File: config.mk
export PLATFORM = sky130hd
export DESIGN_NAME = mipsControl
export DESIGN_NICKNAME = d
export VERILOG_FILES = /design/src/source/mipsControlPkg.sv /design/src/source/instrDecoder.sv /design/src/source/datapathControl.sv /design/src/source/exceptionControl.sv /design/src/source/mipsControl.sv
export SDC_FILE = /design/constraint.sdc
export NUM_CORES = 1
export LEC_CHECK = 0
export BUFFER_PORTS_ARGS = -buffer_cell sky130_fd_sc_hd__buf_2
export CAP_MARGIN = 5
export CELL_PAD_IN_SITES_DETAIL_PLACEMENT = 0
export CELL_PAD_IN_SITES_GLOBAL_PLACEMENT = 1
export CORE_MARGIN = 2
export CORE_UTILIZATION = 34
export DETAILED_ROUTE_END_ITERATION = 10
export GPL_TIMING_DRIVEN = 0
export PLACE_DENSITY = 0.94
export SYNTH_ARGS = -nofsm -noshare
export SYNTH_HDL_FRONTEND = slang
export SYNTH_SLANG_ARGS = --single-unit
File: constraint.sdc
create_clock -name vclk -period 4.4
set_clock_uncertainty 0.05 [all_clocks]
set_input_delay 0.44 -clock vclk [all_inputs]
set_output_delay 0.44 -clock vclk [all_outputs]
set_load 0.01 [all_outputs]
File: src/source/mipsControlPkg.sv
// ========================================
// field, selector and exception types for
// the single-cycle MIPS control unit
// opcode and function values follow MIPS32
// no floating-point unit, so COP1 is absent
// ========================================

package mipsControlPkg;

	typedef logic [5:0] opcodeT;
	typedef logic [5:0] functT;
	typedef logic [4:0] fmtT;
	typedef logic [1:0] regDstT;
	typedef logic [1:0] aluSrcT;
	typedef logic [2:0] memToRegT;
	typedef logic [2:0] pcSrcT;
	typedef logic [1:0] aluOpT;
	typedef logic [4:0] excCodeT;
	typedef logic [4:0] instrClassT;

	localparam opcodeT opRFmt = 6'h00;
	localparam opcodeT opJ = 6'h02;
	localparam opcodeT opJal = 6'h03;
	localparam opcodeT opBeq = 6'h04;
	localparam opcodeT opBne = 6'h05;
	localparam opcodeT opAddi = 6'h08;
	localparam opcodeT opAddiu = 6'h09;
	localparam opcodeT opSlti = 6'h0a;
	localparam opcodeT opSltiu = 6'h0b;
	localparam opcodeT opAndi = 6'h0c;
	localparam opcodeT opOri = 6'h0d;
	localparam opcodeT opXori = 6'h0e;
	localparam opcodeT opLui = 6'h0f;
	localparam opcodeT opCop0 = 6'h10;
	localparam opcodeT opLb = 6'h20;
	localparam opcodeT opLh = 6'h21;
	localparam opcodeT opLw = 6'h23;
	localparam opcodeT opLbu = 6'h24;
	localparam opcodeT opLhu = 6'h25;
	localparam opcodeT opSb = 6'h28;
	localparam opcodeT opSh = 6'h29;
	localparam opcodeT opSw = 6'h2b;

	localparam functT funSll = 6'h00;
	localparam functT funSrl = 6'h02;
	localparam functT funSra = 6'h03;
	localparam functT funSllv = 6'h04;
	localparam functT funSrlv = 6'h06;
	localparam functT funSrav = 6'h07;
	localparam functT funJr = 6'h08;
	localparam functT funMovz = 6'h0a;
	localparam functT funMovn = 6'h0b;
	localparam functT funSyscall = 6'h0c;
	localparam functT funMfhi = 6'h10;
	localparam functT funMthi = 6'h11;
	localparam functT funMflo = 6'h12;
	localparam functT funMtlo = 6'h13;
	localparam functT funMult = 6'h18;
	localparam functT funMultu = 6'h19;
	localparam functT funDiv = 6'h1a;
	localparam functT funDivu = 6'h1b;
	localparam functT funAdd = 6'h20;
	localparam functT funAddu = 6'h21;
	localparam functT funSub = 6'h22;
	localparam functT funSubu = 6'h23;
	localparam functT funAnd = 6'h24;
	localparam functT funOr = 6'h25;
	localparam functT funXor = 6'h26;
	localparam functT funNor = 6'h27;
	localparam functT funSlt = 6'h2a;
	localparam functT funSltu = 6'h2b;
	// only meaningful under the COP0 eret format
	localparam functT funEret = 6'h18;

	localparam fmtT fmtMfc = 5'h00;
	localparam fmtT fmtMtc = 5'h04;
	localparam fmtT fmtEret = 5'h10;

	localparam regDstT regDstRt = 2'd0;
	localparam regDstT regDstRd = 2'd1;
	localparam regDstT regDstRa = 2'd2;

	localparam aluSrcT aluSrcReg = 2'd0;
	localparam aluSrcT aluSrcSignImm = 2'd1;
	localparam aluSrcT aluSrcZeroImm = 2'd2;

	// codes 1 and 4 are unused without the FPU
	localparam memToRegT wbAlu = 3'd0;
	localparam memToRegT wbLink = 3'd2;
	localparam memToRegT wbUpperImm = 3'd3;
	localparam memToRegT wbCop0 = 3'd5;
	localparam memToRegT wbMemory = 3'd6;
	localparam memToRegT wbMoveSrc = 3'd7;

	localparam pcSrcT pcSeq = 3'd0;
	localparam pcSrcT pcBeq = 3'd1;
	localparam pcSrcT pcJump = 3'd2;
	localparam pcSrcT pcReg = 3'd3;
	localparam pcSrcT pcVector = 3'd4;
	localparam pcSrcT pcBne = 3'd5;

	localparam aluOpT aluAdd = 2'd0;
	localparam aluOpT aluSub = 2'd1;
	localparam aluOpT aluFunct = 2'd2;
	localparam aluOpT aluImm = 2'd3;

	localparam excCodeT excInterrupt = 5'd0;
	localparam excCodeT excSyscall = 5'd8;
	localparam excCodeT excReserved = 5'd10;
	localparam excCodeT excOverflow = 5'd12;

	// clsInvalid must stay the highest code
	localparam instrClassT clsStore = 5'd0;
	localparam instrClassT clsLoad = 5'd1;
	localparam instrClassT clsBeq = 5'd2;
	localparam instrClassT clsBne = 5'd3;
	localparam instrClassT clsJump = 5'd4;
	localparam instrClassT clsJal = 5'd5;
	localparam instrClassT clsJr = 5'd6;
	localparam instrClassT clsSyscall = 5'd7;
	localparam instrClassT clsAddSub = 5'd8;
	localparam instrClassT clsRType = 5'd9;
	localparam instrClassT clsMovz = 5'd10;
	localparam instrClassT clsMovn = 5'd11;
	localparam instrClassT clsAddi = 5'd12;
	localparam instrClassT clsImmArith = 5'd13;
	localparam instrClassT clsImmLogic = 5'd14;
	localparam instrClassT clsLui = 5'd15;
	localparam instrClassT clsMfc0 = 5'd16;
	localparam instrClassT clsMtc0 = 5'd17;
	localparam instrClassT clsEret = 5'd18;
	localparam instrClassT clsInvalid = 5'd19;

endpackage

File: src/source/instrDecoder.sv
// ========================================
// purely combinational instruction decode
// iCLK and rstN only sample the assertion
// unlisted opcodes, functions and formats
// all decode to clsInvalid
// ========================================
`timescale 1ns/1ps

module instrDecoder
	import mipsControlPkg::*;
(
	input logic iCLK,
	input logic rstN,
	input opcodeT op,
	input functT funct,
	input fmtT fmt,
	output instrClassT instrClass
);

	always_comb
	begin
		instrClass = clsInvalid;
		case (op)
			opSw, opSh, opSb:
				instrClass = clsStore;
			opLw, opLh, opLb, opLhu, opLbu:
				instrClass = clsLoad;
			opBeq:
				instrClass = clsBeq;
			opBne:
				instrClass = clsBne;
			opJ:
				instrClass = clsJump;
			opJal:
				instrClass = clsJal;
			opAddi:
				instrClass = clsAddi;
			opAddiu, opSlti, opSltiu:
				instrClass = clsImmArith;
			opAndi, opOri, opXori:
				instrClass = clsImmLogic;
			opLui:
				instrClass = clsLui;
			opRFmt:
			begin
				case (funct)
					funJr:
						instrClass = clsJr;
					funSyscall:
						instrClass = clsSyscall;
					funAdd, funSub:
						instrClass = clsAddSub;
					funMovz:
						instrClass = clsMovz;
					funMovn:
						instrClass = clsMovn;
					funSll, funSrl, funSra, funSllv, funSrlv, funSrav,
					funMfhi, funMthi, funMflo, funMtlo,
					funMult, funMultu, funDiv, funDivu,
					funAddu, funSubu, funAnd, funOr, funXor, funNor,
					funSlt, funSltu:
						instrClass = clsRType;
					default:
						instrClass = clsInvalid;
				endcase
			end
			opCop0:
			begin
				case (fmt)
					fmtMfc:
						instrClass = clsMfc0;
					fmtMtc:
						instrClass = clsMtc0;
					// eret format needs the eret function too
					fmtEret:
						instrClass = (funct == funEret) ? clsEret : clsInvalid;
					default:
						instrClass = clsInvalid;
				endcase
			end
			default:
				instrClass = clsInvalid;
		endcase
	end

	// I and J formats decode from the opcode alone
	opcodeOnly: assert property (@(posedge iCLK) disable iff (!rstN)
		(op != opRFmt && op != opCop0 && $stable(op)) |-> $stable(instrClass));

endmodule

File: src/source/datapathControl.sv
// ========================================
// class to datapath control word
// combinational, zero cycles of latency
// equalZero only matters for movz and movn
// ========================================
`timescale 1ns/1ps

module datapathControl
	import mipsControlPkg::*;
(
	input logic iCLK,
	input logic rstN,
	input instrClassT instrClass,
	input logic equalZero,
	output regDstT regDst,
	output aluSrcT aluSrc,
	output memToRegT memToReg,
	output pcSrcT pcSrc,
	output aluOpT aluOp,
	output logic regWrite,
	output logic memRead,
	output logic memWrite,
	output logic branchDelay
);

	always_comb
	begin
		// mtc0 and invalid keep this all-zero word
		regDst = regDstRt;
		aluSrc = aluSrcReg;
		memToReg = wbAlu;
		pcSrc = pcSeq;
		aluOp = aluAdd;
		regWrite = 1'b0;
		memRead = 1'b0;
		memWrite = 1'b0;
		branchDelay = 1'b0;
		case (instrClass)
			clsStore:
			begin
				aluSrc = aluSrcSignImm;
				memWrite = 1'b1;
			end
			clsLoad:
			begin
				aluSrc = aluSrcSignImm;
				memToReg = wbMemory;
				regWrite = 1'b1;
				memRead = 1'b1;
			end
			clsBeq, clsBne:
			begin
				aluOp = aluSub;
				pcSrc = (instrClass == clsBeq) ? pcBeq : pcBne;
				branchDelay = 1'b1;
			end
			clsJump, clsJal:
			begin
				pcSrc = pcJump;
				branchDelay = 1'b1;
				regDst = (instrClass == clsJal) ? regDstRa : regDstRd;
				memToReg = (instrClass == clsJal) ? wbLink : wbAlu;
				regWrite = (instrClass == clsJal);
			end
			clsJr:
			begin
				pcSrc = pcReg;
				branchDelay = 1'b1;
			end
			clsSyscall, clsEret:
				pcSrc = pcVector;
			clsAddSub, clsRType:
			begin
				regDst = regDstRd;
				aluOp = aluFunct;
				regWrite = 1'b1;
			end
			clsMovz, clsMovn:
			begin
				regDst = regDstRd;
				memToReg = wbMoveSrc;
				aluOp = (instrClass == clsMovn) ? aluSub : aluAdd;
				// movz writes on a zero rt, movn on a nonzero one
				regWrite = (instrClass == clsMovz) ? equalZero : !equalZero;
			end
			clsAddi, clsImmArith, clsImmLogic:
			begin
				aluSrc = (instrClass == clsImmLogic) ? aluSrcZeroImm : aluSrcSignImm;
				aluOp = aluImm;
				regWrite = 1'b1;
			end
			clsLui:
			begin
				memToReg = wbUpperImm;
				regWrite = 1'b1;
			end
			clsMfc0:
			begin
				memToReg = wbCop0;
				regWrite = 1'b1;
			end
			default:
				regWrite = 1'b0;
		endcase
	end

	memExclusive: assert property (@(posedge iCLK) disable iff (!rstN)
		!(memRead && memWrite));

endmodule

File: src/source/exceptionControl.sv
// ========================================
// COP0 exception and privilege decision
// excLevel masks everything but the COP0
// privilege trap, which userMode raises
// NumInterrupts sets the pending width
// ========================================
`timescale 1ns/1ps

module exceptionControl
	import mipsControlPkg::*;
#(
	parameter int NumInterrupts = 8
)
(
	input logic iCLK,
	input logic rstN,
	input instrClassT instrClass,
	input logic aluOverflow,
	input logic excLevel,
	input logic userMode,
	input logic [NumInterrupts-1:0] pendingInterrupt,
	output logic excOccurred,
	output excCodeT excCode,
	output logic cop0Write,
	output logic eret
);

	logic intPending;
	logic cop0Class;

	assign intPending = |pendingInterrupt;
	assign cop0Class = (instrClass == clsMfc0) || (instrClass == clsMtc0) ||
		(instrClass == clsEret);

	always_comb
	begin
		excOccurred = intPending && !excLevel;
		excCode = excInterrupt;
		case (instrClass)
			// trapping arithmetic, overflow wins over an interrupt
			clsAddSub, clsAddi, clsMovz, clsMovn:
			begin
				excOccurred = (aluOverflow || intPending) && !excLevel;
				excCode = aluOverflow ? excOverflow : excInterrupt;
			end
			clsSyscall:
			begin
				excOccurred = !excLevel;
				excCode = excSyscall;
			end
			clsInvalid:
			begin
				excOccurred = !excLevel;
				excCode = excReserved;
			end
			clsMfc0, clsMtc0, clsEret:
			begin
				excOccurred = userMode;
				excCode = excReserved;
			end
			default:
				excCode = excInterrupt;
		endcase
	end

	// privileged side effects only in kernel mode
	assign cop0Write = (instrClass == clsMtc0) && !userMode;
	assign eret = (instrClass == clsEret) && !userMode;

	levelMasks: assert property (@(posedge iCLK) disable iff (!rstN)
		(excLevel && !cop0Class) |-> !excOccurred);

endmodule

File: src/source/mipsControl.sv
// ========================================
// single-cycle MIPS main control, no FPU
// all outputs are combinational
// iCLK and rstN only clock the assertions
// ========================================
`timescale 1ns/1ps

module mipsControl
	import mipsControlPkg::*;
#(
	parameter int NumInterrupts = 8
)
(
	input logic iCLK,
	input logic rstN,
	input opcodeT op,
	input functT funct,
	input fmtT fmt,
	input logic equalZero,
	input logic aluOverflow,
	input logic excLevel,
	input logic userMode,
	input logic [NumInterrupts-1:0] pendingInterrupt,
	output regDstT regDst,
	output aluSrcT aluSrc,
	output memToRegT memToReg,
	output logic regWrite,
	output logic memRead,
	output logic memWrite,
	output pcSrcT pcSrc,
	output aluOpT aluOp,
	output logic branchDelay,
	output logic excOccurred,
	output excCodeT excCode,
	output logic cop0Write,
	output logic eret
);

	instrClassT instrClass;

	instrDecoder instrDecoder_i (
		.iCLK(iCLK),
		.rstN(rstN),
		.op(op),
		.funct(funct),
		.fmt(fmt),
		.instrClass(instrClass)
	);

	datapathControl datapathControl_i (
		.iCLK(iCLK),
		.rstN(rstN),
		.instrClass(instrClass),
		.equalZero(equalZero),
		.regDst(regDst),
		.aluSrc(aluSrc),
		.memToReg(memToReg),
		.pcSrc(pcSrc),
		.aluOp(aluOp),
		.regWrite(regWrite),
		.memRead(memRead),
		.memWrite(memWrite),
		.branchDelay(branchDelay)
	);

	exceptionControl #(
		.NumInterrupts(NumInterrupts)
	) exceptionControl_i (
		.iCLK(iCLK),
		.rstN(rstN),
		.instrClass(instrClass),
		.aluOverflow(aluOverflow),
		.excLevel(excLevel),
		.userMode(userMode),
		.pendingInterrupt(pendingInterrupt),
		.excOccurred(excOccurred),
		.excCode(excCode),
		.cop0Write(cop0Write),
		.eret(eret)
	);

endmodule

==> results.toml, run 1 <==
[outcome]
status = "finished, final reports clean"

[grt]
grt_pass1_vias = 1100
busiest_layer = "met2"
grt_start_max_net_pins = 11
use_met1_pct = 22.1
grt-ovfl-total = 0
grt_pass1_wl_mm = 4.69
grtUsageMet3_pct = 0.461
antenna_found_initial = 0
met2_usage_pct = 32.7
grtUsageTotal_pct = 17.1

[cells_and_area]
area_growth_pct = 30.1
drive_above_1_share_pct = 42.7
antenna_cells = 0
register_area_um2 = 0
layout_commonest_cell = "buf_2"
fin_cells = 209
final_core_util_pct = 45.5
clock_buffers = 0
final_cell_mix = "buf_2 (48), nor2_1 (11), nand2_1 (11), a21oi_1 (5), nand2b_1 (5)"
design.seq.count = 0
nFillCells = 301
multi_input_area_um2 = 835
layout.nets = 211

[floorplanning]
io_pins = 55
rows = 19
core_area_mm2 = 0.00269
start_util_pct = 34.9
die_area_mm2 = 0.00320
die_w_um = 56.5
dieHeight_um = 56.5

[placement]
dp_cells = 209
io_buffer_count = 48
dpl.hpwl_mm = 2.30
routabilityCongestion = 0.862

[detailed_routing]
wl_per_cell_um = 13.7
postRouteAntennaNets = 0
drtPass1Iterations = 4
viasPerCell = 5.68
num_vias = 1187
drtIter0Drc = 32
drcViolationCount = 0
routed_wl_mm = 2.87

[yosys]
synth_top_area_cell = "nand2_1"
yosysSeqAreaShare_pct = 0
netlist-cell-type-count = 65
synthCells = 129
synth_top_family_by_area = "simple AND/OR/NAND/NOR gates"
synth-simple-area-share_pct = 43.2
synth_xor_area_share_pct = 1.87
yosysTopAreaCellShare_pct = 4.40
avgSynthCellArea_um2 = 7.27
synth-compound-area-share_pct = 43.1
syn_area_um2 = 938
netlist_top_cells_area = "nand2_1 (4.4%), nor2_1 (4.4%), nand2b_1 (3.3%), clkbuf_8 (2.9%), a311oi_4 (2.8%)"
synth-adder-area-share_pct = 0
ys_warn_count = 0
synthMuxAreaShare_pct = 0

[clock_tree]
cts_hold_buf = 0
cts_resized = 0
post_cts_buffers = 0

[sta]
final_hold_viol_count = 0
fin_setup_tns_ns = 0
fmax_mhz = 320
period_needed_ns = 3.12
rsz0062_at_grt = "no"
finalCritPeriodShare_pct = 70.9
setup_violations = 0
final_max_slew_viol_count = 0

[critical_path]
cp-start-kind = "primary input"
worst_ep_arrival_time_ns = 2.63
cpMaxStageDelayCell = "nor3b_1"
cp_max_fo = 10
critPathMaxStageDelay_ns = 0.47
critPathTopFamily = "simple AND/OR/NAND/NOR gates"
crit_start = "op[3]"
worstSetupPathType = "in -> out"
critPathCaptureType = "output port"
worstPathCellList = "buf_2, clkbuf_1, nor3b_1, o21bai_1, a2bb2oi_1, nor4b_4, buf_6, o31ai_2, o31ai_2, buf_2"
critPathBufInv = 4
required_ns = 3.91

[power_and_ir_drop]
p_leak_uw = 0.000591
p_per_area_mw_per_mm2 = 96.3
power.total_uw = 118
peakVddDrop_mv = 0.0486

[flow_run]
drv_cap = 0

[worst_hold_path]
hold_start = "userMode"
hold_path.class = "in -> out"
[report_power, final]
part           internal (uW)  leakage (uW)  switching (uW)
Combinational           52.0      0.000591            65.5
Sequential                 0             0               0
Clock                      0             0               0
[layout make-up]
type	count	area share, %
buffer	10	7.58
inverter	4	1.23
multi-input combinational	116	68.3
tap	31	3.18
timing repair buffer	48	19.7
[cell usage after synthesis, types with 2 or more instances]
cell	n
buf_6	2
o211ai_1	3
a211o_1	2
and3_1	2
a31oi_1	3
nand2_1	11
nor3_1	2
o2bb2ai_1	2
a21oi_1	5
clkbuf_1	2
nor3b_1	2
nor2b_1	4
clkbuf_8	2
and2_1	2
and2_2	2
o21bai_1	3
or3_1	2
buf_4	3
nand3_1	3
a211oi_1	2
a32oi_1	2
inv_1	3
o31ai_2	2
o21ba_2	2
o21ai_0	2
nor4_1	4
nand2b_1	5
or3b_1	2
nor2_1	11
a21boi_0	2
[routing by layer]
layer	part of all wire, %	routed length [um]	vias to the layer above
met4	0	0	0
met2	50	1430	42
met5	0	0	-
li1	-	-	596
met1	44	1260	549
met3	5.9	168	0
[kinds of logic (layout without fill, tap and decap cells)]
group           count (synthesis)  after routing
buf+inv                        14             62
xor+xnor                        2              2
compound gates                 47             47
other cells                     1              2
simple gates                   65             65
[final timing paths]
check	cells past startpoint	end	slack [ns]
max	10	aluOp[0]	1.28
min	3	eret	1.10
[stage by stage]
stage	worst slack [ns]	hold slack, ns	instance area [um^2]
floorplan	1.72	0.863	942
global placement	1.33	1.10	1220
detailed placement	1.32	1.10	1220
CTS	1.30	1.10	1220
global route	1.14	1.12	1220
finish	1.28	1.10	1220
Power figures use the tool's default switching activity.
==> run 2, diff against run 1 <==
--- a/config.mk
+++ b/config.mk
@@ -10,10 +10,10 @@
 export CELL_PAD_IN_SITES_DETAIL_PLACEMENT = 0
 export CELL_PAD_IN_SITES_GLOBAL_PLACEMENT = 1
 export CORE_MARGIN = 2
-export CORE_UTILIZATION = 34
+export CORE_UTILIZATION = 28
 export DETAILED_ROUTE_END_ITERATION = 10
 export GPL_TIMING_DRIVEN = 0
-export PLACE_DENSITY = 0.94
+export PLACE_DENSITY = 0.83
 export SYNTH_ARGS = -nofsm -noshare
 export SYNTH_HDL_FRONTEND = slang
 export SYNTH_SLANG_ARGS = --single-unit
==> constraint.sdc (replaced) <==
create_clock -name vclk -period 2.82
set_clock_uncertainty 0.05 [all_clocks]
set_input_delay 0.282 -clock vclk [all_inputs]
set_output_delay 0.282 -clock vclk [all_outputs]
set_load 0.01 [all_outputs]
==> results.toml, run 2 (synthesis results as in run 1) <==
[outcome]
status = "finished, final reports clean"

[placement]
place_area_mm2 = 0.00124
dpl.hpwl_mm = 2.26
dp_cells = 224
pre_cts_slack_ns = 0.0313
routabilityCongestion = 0.836
io_buffer_count = 48

[floorplanning]
dieHeight_um = 61.9
io_pins = 55
die_area_mm2 = 0.00383
start_util_pct = 28.6
core_area_mm2 = 0.00328
die_w_um = 61.9
rows = 21

[power_and_ir_drop]
p_leak_uw = 0.000611
p_per_area_mw_per_mm2 = 145
peakVddDrop_mv = 0.0589

[detailed_routing]
drtPass1Iterations = 4
viasPerCell = 5.18
drcViolationCount = 0
wl_per_cell_um = 12.1
routed_wl_mm = 2.76
drtIter0Drc = 30
postRouteAntennaNets = 0
num_vias = 1176

[cells_and_area]
layout_commonest_cell = "buf_2"
design.seq.count = 0
final_cell_mix = "buf_2 (48), nor2_1 (11), nand2_1 (11), buf_4 (6)"
multi_input_area_um2 = 858
fin_area_mm2 = 0.00129
register_area_um2 = 0
nFillCells = 368
layout.nets = 214
area_growth_pct = 37.1
antenna_cells = 0
final_core_util_pct = 39.2
fin_cells = 227
clock_buffers = 0
drive_above_1_share_pct = 45.9

[grt]
grt_pass1_vias = 944
grtUsageTotal_pct = 14.2
antenna_found_initial = 0
grt-ovfl-total = 0
grt_start_max_net_pins = 11
grt_pass1_wl_mm = 4.38

[critical_path]
cp-endpoint = "excOccurred"
worst_ep_arrival_time_ns = 2.37
crit_start = "op[2]"
cp-start-kind = "primary input"
worstSetupPathType = "in -> out"
required_ns = 2.49
cp_max_fo = 4
critPathCaptureType = "output port"

[flow_run]
drv_cap = 0

[sta]
layout_setup_ws_ns = 0.117
final_hold_viol_count = 0
worst_hold_slack_ns = 0.791
fmax_mhz = 370
final_max_slew_viol_count = 0
setup_violations = 0
period_needed_ns = 2.70
finalCritPeriodShare_pct = 95.9

[worst_hold_path]
hold_path.class = "in -> out"
==> run 2: timing repair <==
action,in CTS,in global routing
hold buffers,0,0
setup buffers,0,3
setup endpoints to repair,0,13
gates resized for setup,0,5
==> run 2: worst min-delay path by stage <==
stage	cells after the start	to	startpoint
5_1_grt	3	eret	userMode
3_3_place_gp	3	eret	userMode
3_5_place_dp	3	eret	userMode
4_1_cts	3	eret	userMode
6_report	3	eret	userMode
2_1_floorplan	1	eret	userMode
==> run 2: critical path, cell delays in order <==
cell      delay, ns
buf_2          0.11
or4_4          0.58
nor3_4         0.23
buf_4          0.17
a31oi_1        0.14
a211oi_2       0.36
a221oi_1       0.13
o221ai_1       0.21
buf_2          0.16
==> run 2: power by group <==
group	total, uW	switching (uW)	internal [uW]
clock network	0	0	0
logic	187	103	84.1
registers	0	0	0
==> run 2: area by class of cell <==
class                      instances  share of cell area [%]
timing repair buffer              51                    20.4
buffer                            10                    7.20
multi-input combinational        116                    66.7
inverter                           4                    1.17
tap                               46                    4.47
==> run 2: per-layer routing <==
layer | global-route usage [%] | part of all wire, % | vias up
met2 | 23.5 | 48 | 30
met3 | 1.04 | 4.0 | 2
met1 | 21.2 | 47 | 546
met4 | 0.912 | 0.83 | 0
met5 | 0 | 0 | -
li1 | - | - | 598
==> run 2: per-stage QoR <==
step	total power [uW]	TNS, ns
floorplan	120	0
global placement	182	0
detailed placement	182	0
CTS	182	0
global route	209	-0.0126
finish	187	0
==> run 3, diff against run 2 <==
--- a/config.mk
+++ b/config.mk
@@ -5,15 +5,16 @@
 export SDC_FILE = /design/constraint.sdc
 export NUM_CORES = 1
 export LEC_CHECK = 0
+export ABC_AREA = 1
 export BUFFER_PORTS_ARGS = -buffer_cell sky130_fd_sc_hd__buf_2
 export CAP_MARGIN = 5
 export CELL_PAD_IN_SITES_DETAIL_PLACEMENT = 0
 export CELL_PAD_IN_SITES_GLOBAL_PLACEMENT = 1
 export CORE_MARGIN = 2
-export CORE_UTILIZATION = 28
+export CORE_UTILIZATION = 23
 export DETAILED_ROUTE_END_ITERATION = 10
 export GPL_TIMING_DRIVEN = 0
-export PLACE_DENSITY = 0.83
+export PLACE_DENSITY = 0.82
 export SYNTH_ARGS = -nofsm -noshare
 export SYNTH_HDL_FRONTEND = slang
 export SYNTH_SLANG_ARGS = --single-unit
==> results.toml, run 3 <==
[power_and_ir_drop]
seqPwrFrac_pct = 0
netSwitchingFraction_pct = 61.0
power.switching_uw = 98.1
internal_power_uw = 62.6
power.total_uw = 161
pwr-share-clk_pct = 0
combPwrFrac_pct = 100.0
p_leak_uw = 0.000798
peakVddDrop_mv = 0.0499
p_per_area_mw_per_mm2 = 142

[critical_path]
crit_top_cell = "nand2_1"
required_ns = 2.49
cpMaxStageDelayCell = "nor2_4"
critPathCaptureType = "output port"
cp_max_fo = 10
critPathTopFamily = "simple AND/OR/NAND/NOR gates"
worstSetupPathType = "in -> out"
worst_ep_arrival_time_ns = 1.94
crit_start = "op[4]"
cp-start-kind = "primary input"
critPathMaxStageDelay_ns = 0.22
critPathBufInv = 3
worstPathCellList = "buf_2, nor2_4, nand2_1, nand2_1, nor2_1, nand2_4, nand3_4, inv_2, nand3_2, nand2_1, nand2_1, nand3_1, nand2_1, buf_2"

[yosys]
netlist-cell-type-count = 23
ys_warn_count = 0
avgSynthCellArea_um2 = 4.66
syn_area_um2 = 820
synth_top_area_cell = "nand2_1"
synthTopCellsByCount = "nand2_1 (52), inv_1 (30), nor2_1 (30)"
netlist_top_cells_area = "nand2_1 (24%), nand3_1 (16%), inv_1 (14%), nor2_1 (14%), nand3_2 (4.9%)"
yosysTopAreaCellShare_pct = 23.8
yosysMostFrequentCell = "nand2_1"
synthCells = 176
yosysSeqAreaShare_pct = 0

[clock_tree]
cts_resized = 0
cts_hold_buf = 0
post_cts_buffers = 0

[detailed_routing]
wl_per_cell_um = 8.95
postRouteAntennaNets = 0
num_vias = 1193
drtPass1Iterations = 4
viasPerCell = 4.37
drtIter0Drc = 59
drcViolationCount = 0
routed_wl_mm = 2.44

[cells_and_area]
layout.nets = 260
antenna_cells = 0
design.seq.count = 0
area_growth_pct = 38.0
fin_area_mm2 = 0.00113
drive_above_1_share_pct = 28.2
clock_buffers = 0
layout_commonest_cell = "nand2_1"
final_cell_mix = "nand2_1 (52), buf_2 (50), inv_1 (30), nor2_1 (30), nand3_1 (27)"
nFillCells = 405
register_area_um2 = 0

[worst_hold_path]
hold_start = "userMode"
hold_path.class = "in -> out"
min_path_cells = 3
hold_end = "eret"

[outcome]
status = "finished, final reports clean"

[sta]
final_max_slew_viol_count = 0
fin_setup_tns_ns = 0
worst_hold_slack_ns = 0.775
final_hold_viol_count = 0
finalCritPeriodShare_pct = 80.5
setup_violations = 0
rsz0062_at_grt = "no"
period_needed_ns = 2.27
layout_setup_ws_ns = 0.550
fmax_mhz = 441

[floorplanning]
core_area_mm2 = 0.00339
io_pins = 55
start_util_pct = 24.2
dieHeight_um = 63.7
die_w_um = 63.7
rows = 21
die_area_mm2 = 0.00406

[grt]
met2_usage_pct = 21.7
antenna_found_initial = 0
use_met1_pct = 17.8
grt_pass1_vias = 1069
grt_start_max_net_pins = 11
busiest_layer = "met2"
grtUsageTotal_pct = 12.4
grt_pass1_wl_mm = 4.37
grtUsageMet3_pct = 0.536
grt-ovfl-total = 0

[placement]
routabilityCongestion = 0.844
place_area_mm2 = 0.00113
dpl.hpwl_mm = 2.18
pre_cts_slack_ns = 0.558
io_buffer_count = 50

[flow_run]
drv_cap = 0
-- run 3: per-stage QoR --
stage	util [%]	std cells
3_5_place_dp	33.4	273
5_1_grt	33.4	273
2_1_floorplan	-	177
6_report	33.4	273
3_3_place_gp	33.4	273
4_1_cts	33.4	273
-- run 3: how the worst max path moves through the flow --
stage	slack (ns)	to	cells after the start
2_1_floorplan	0.93	cop0Write	8
3_3_place_gp	0.54	excOccurred	14
3_5_place_dp	0.56	excOccurred	14
4_1_cts	0.55	excOccurred	14
5_1_grt	0.34	excOccurred	14
6_report	0.55	excOccurred	14
-- run 3: logic make-up (layout without fill, tap and decap cells) --
group	after synthesis	after routing	share of synthesized area, %
buf+inv	34	84	16.6
compound gates	10	10	7.63
simple gates	131	131	75.3
other cells	1	2	0.458
-- run 3: tightest hold or removal path, cell delays in order --
cell and delay, ns:
buf_2 0.10, nor2_1 0.04, buf_2 0.12
-- run 3: power groups by stage --
stage                     sequential (uW)  clock (uW)  combinational (uW)
after floorplan                         0           0                99.4
after global placement                  0           0                 161
after detailed placement                0           0                 161
after CTS                               0           0                 162
after global routing                    0           0                 183
final                                   0           0                 161
-- run 3: layout make-up --
cell class / instances / area (um^2) / share of cell area, %
repair buffers: 50 / 250 / 22.1
inverters: 31 / 116 / 10.3
plain buffers: 3 / 20.0 / 1.77
well taps: 46 / 57.6 / 5.09
multi-input cells: 143 / 687 / 60.7
-- run 3: metal layers --
layer  vias up  routed length, um
met3         0                117
met5         -                  0
li1        659                  -
met4         0                  0
met2        27               1090
met1       507               1240
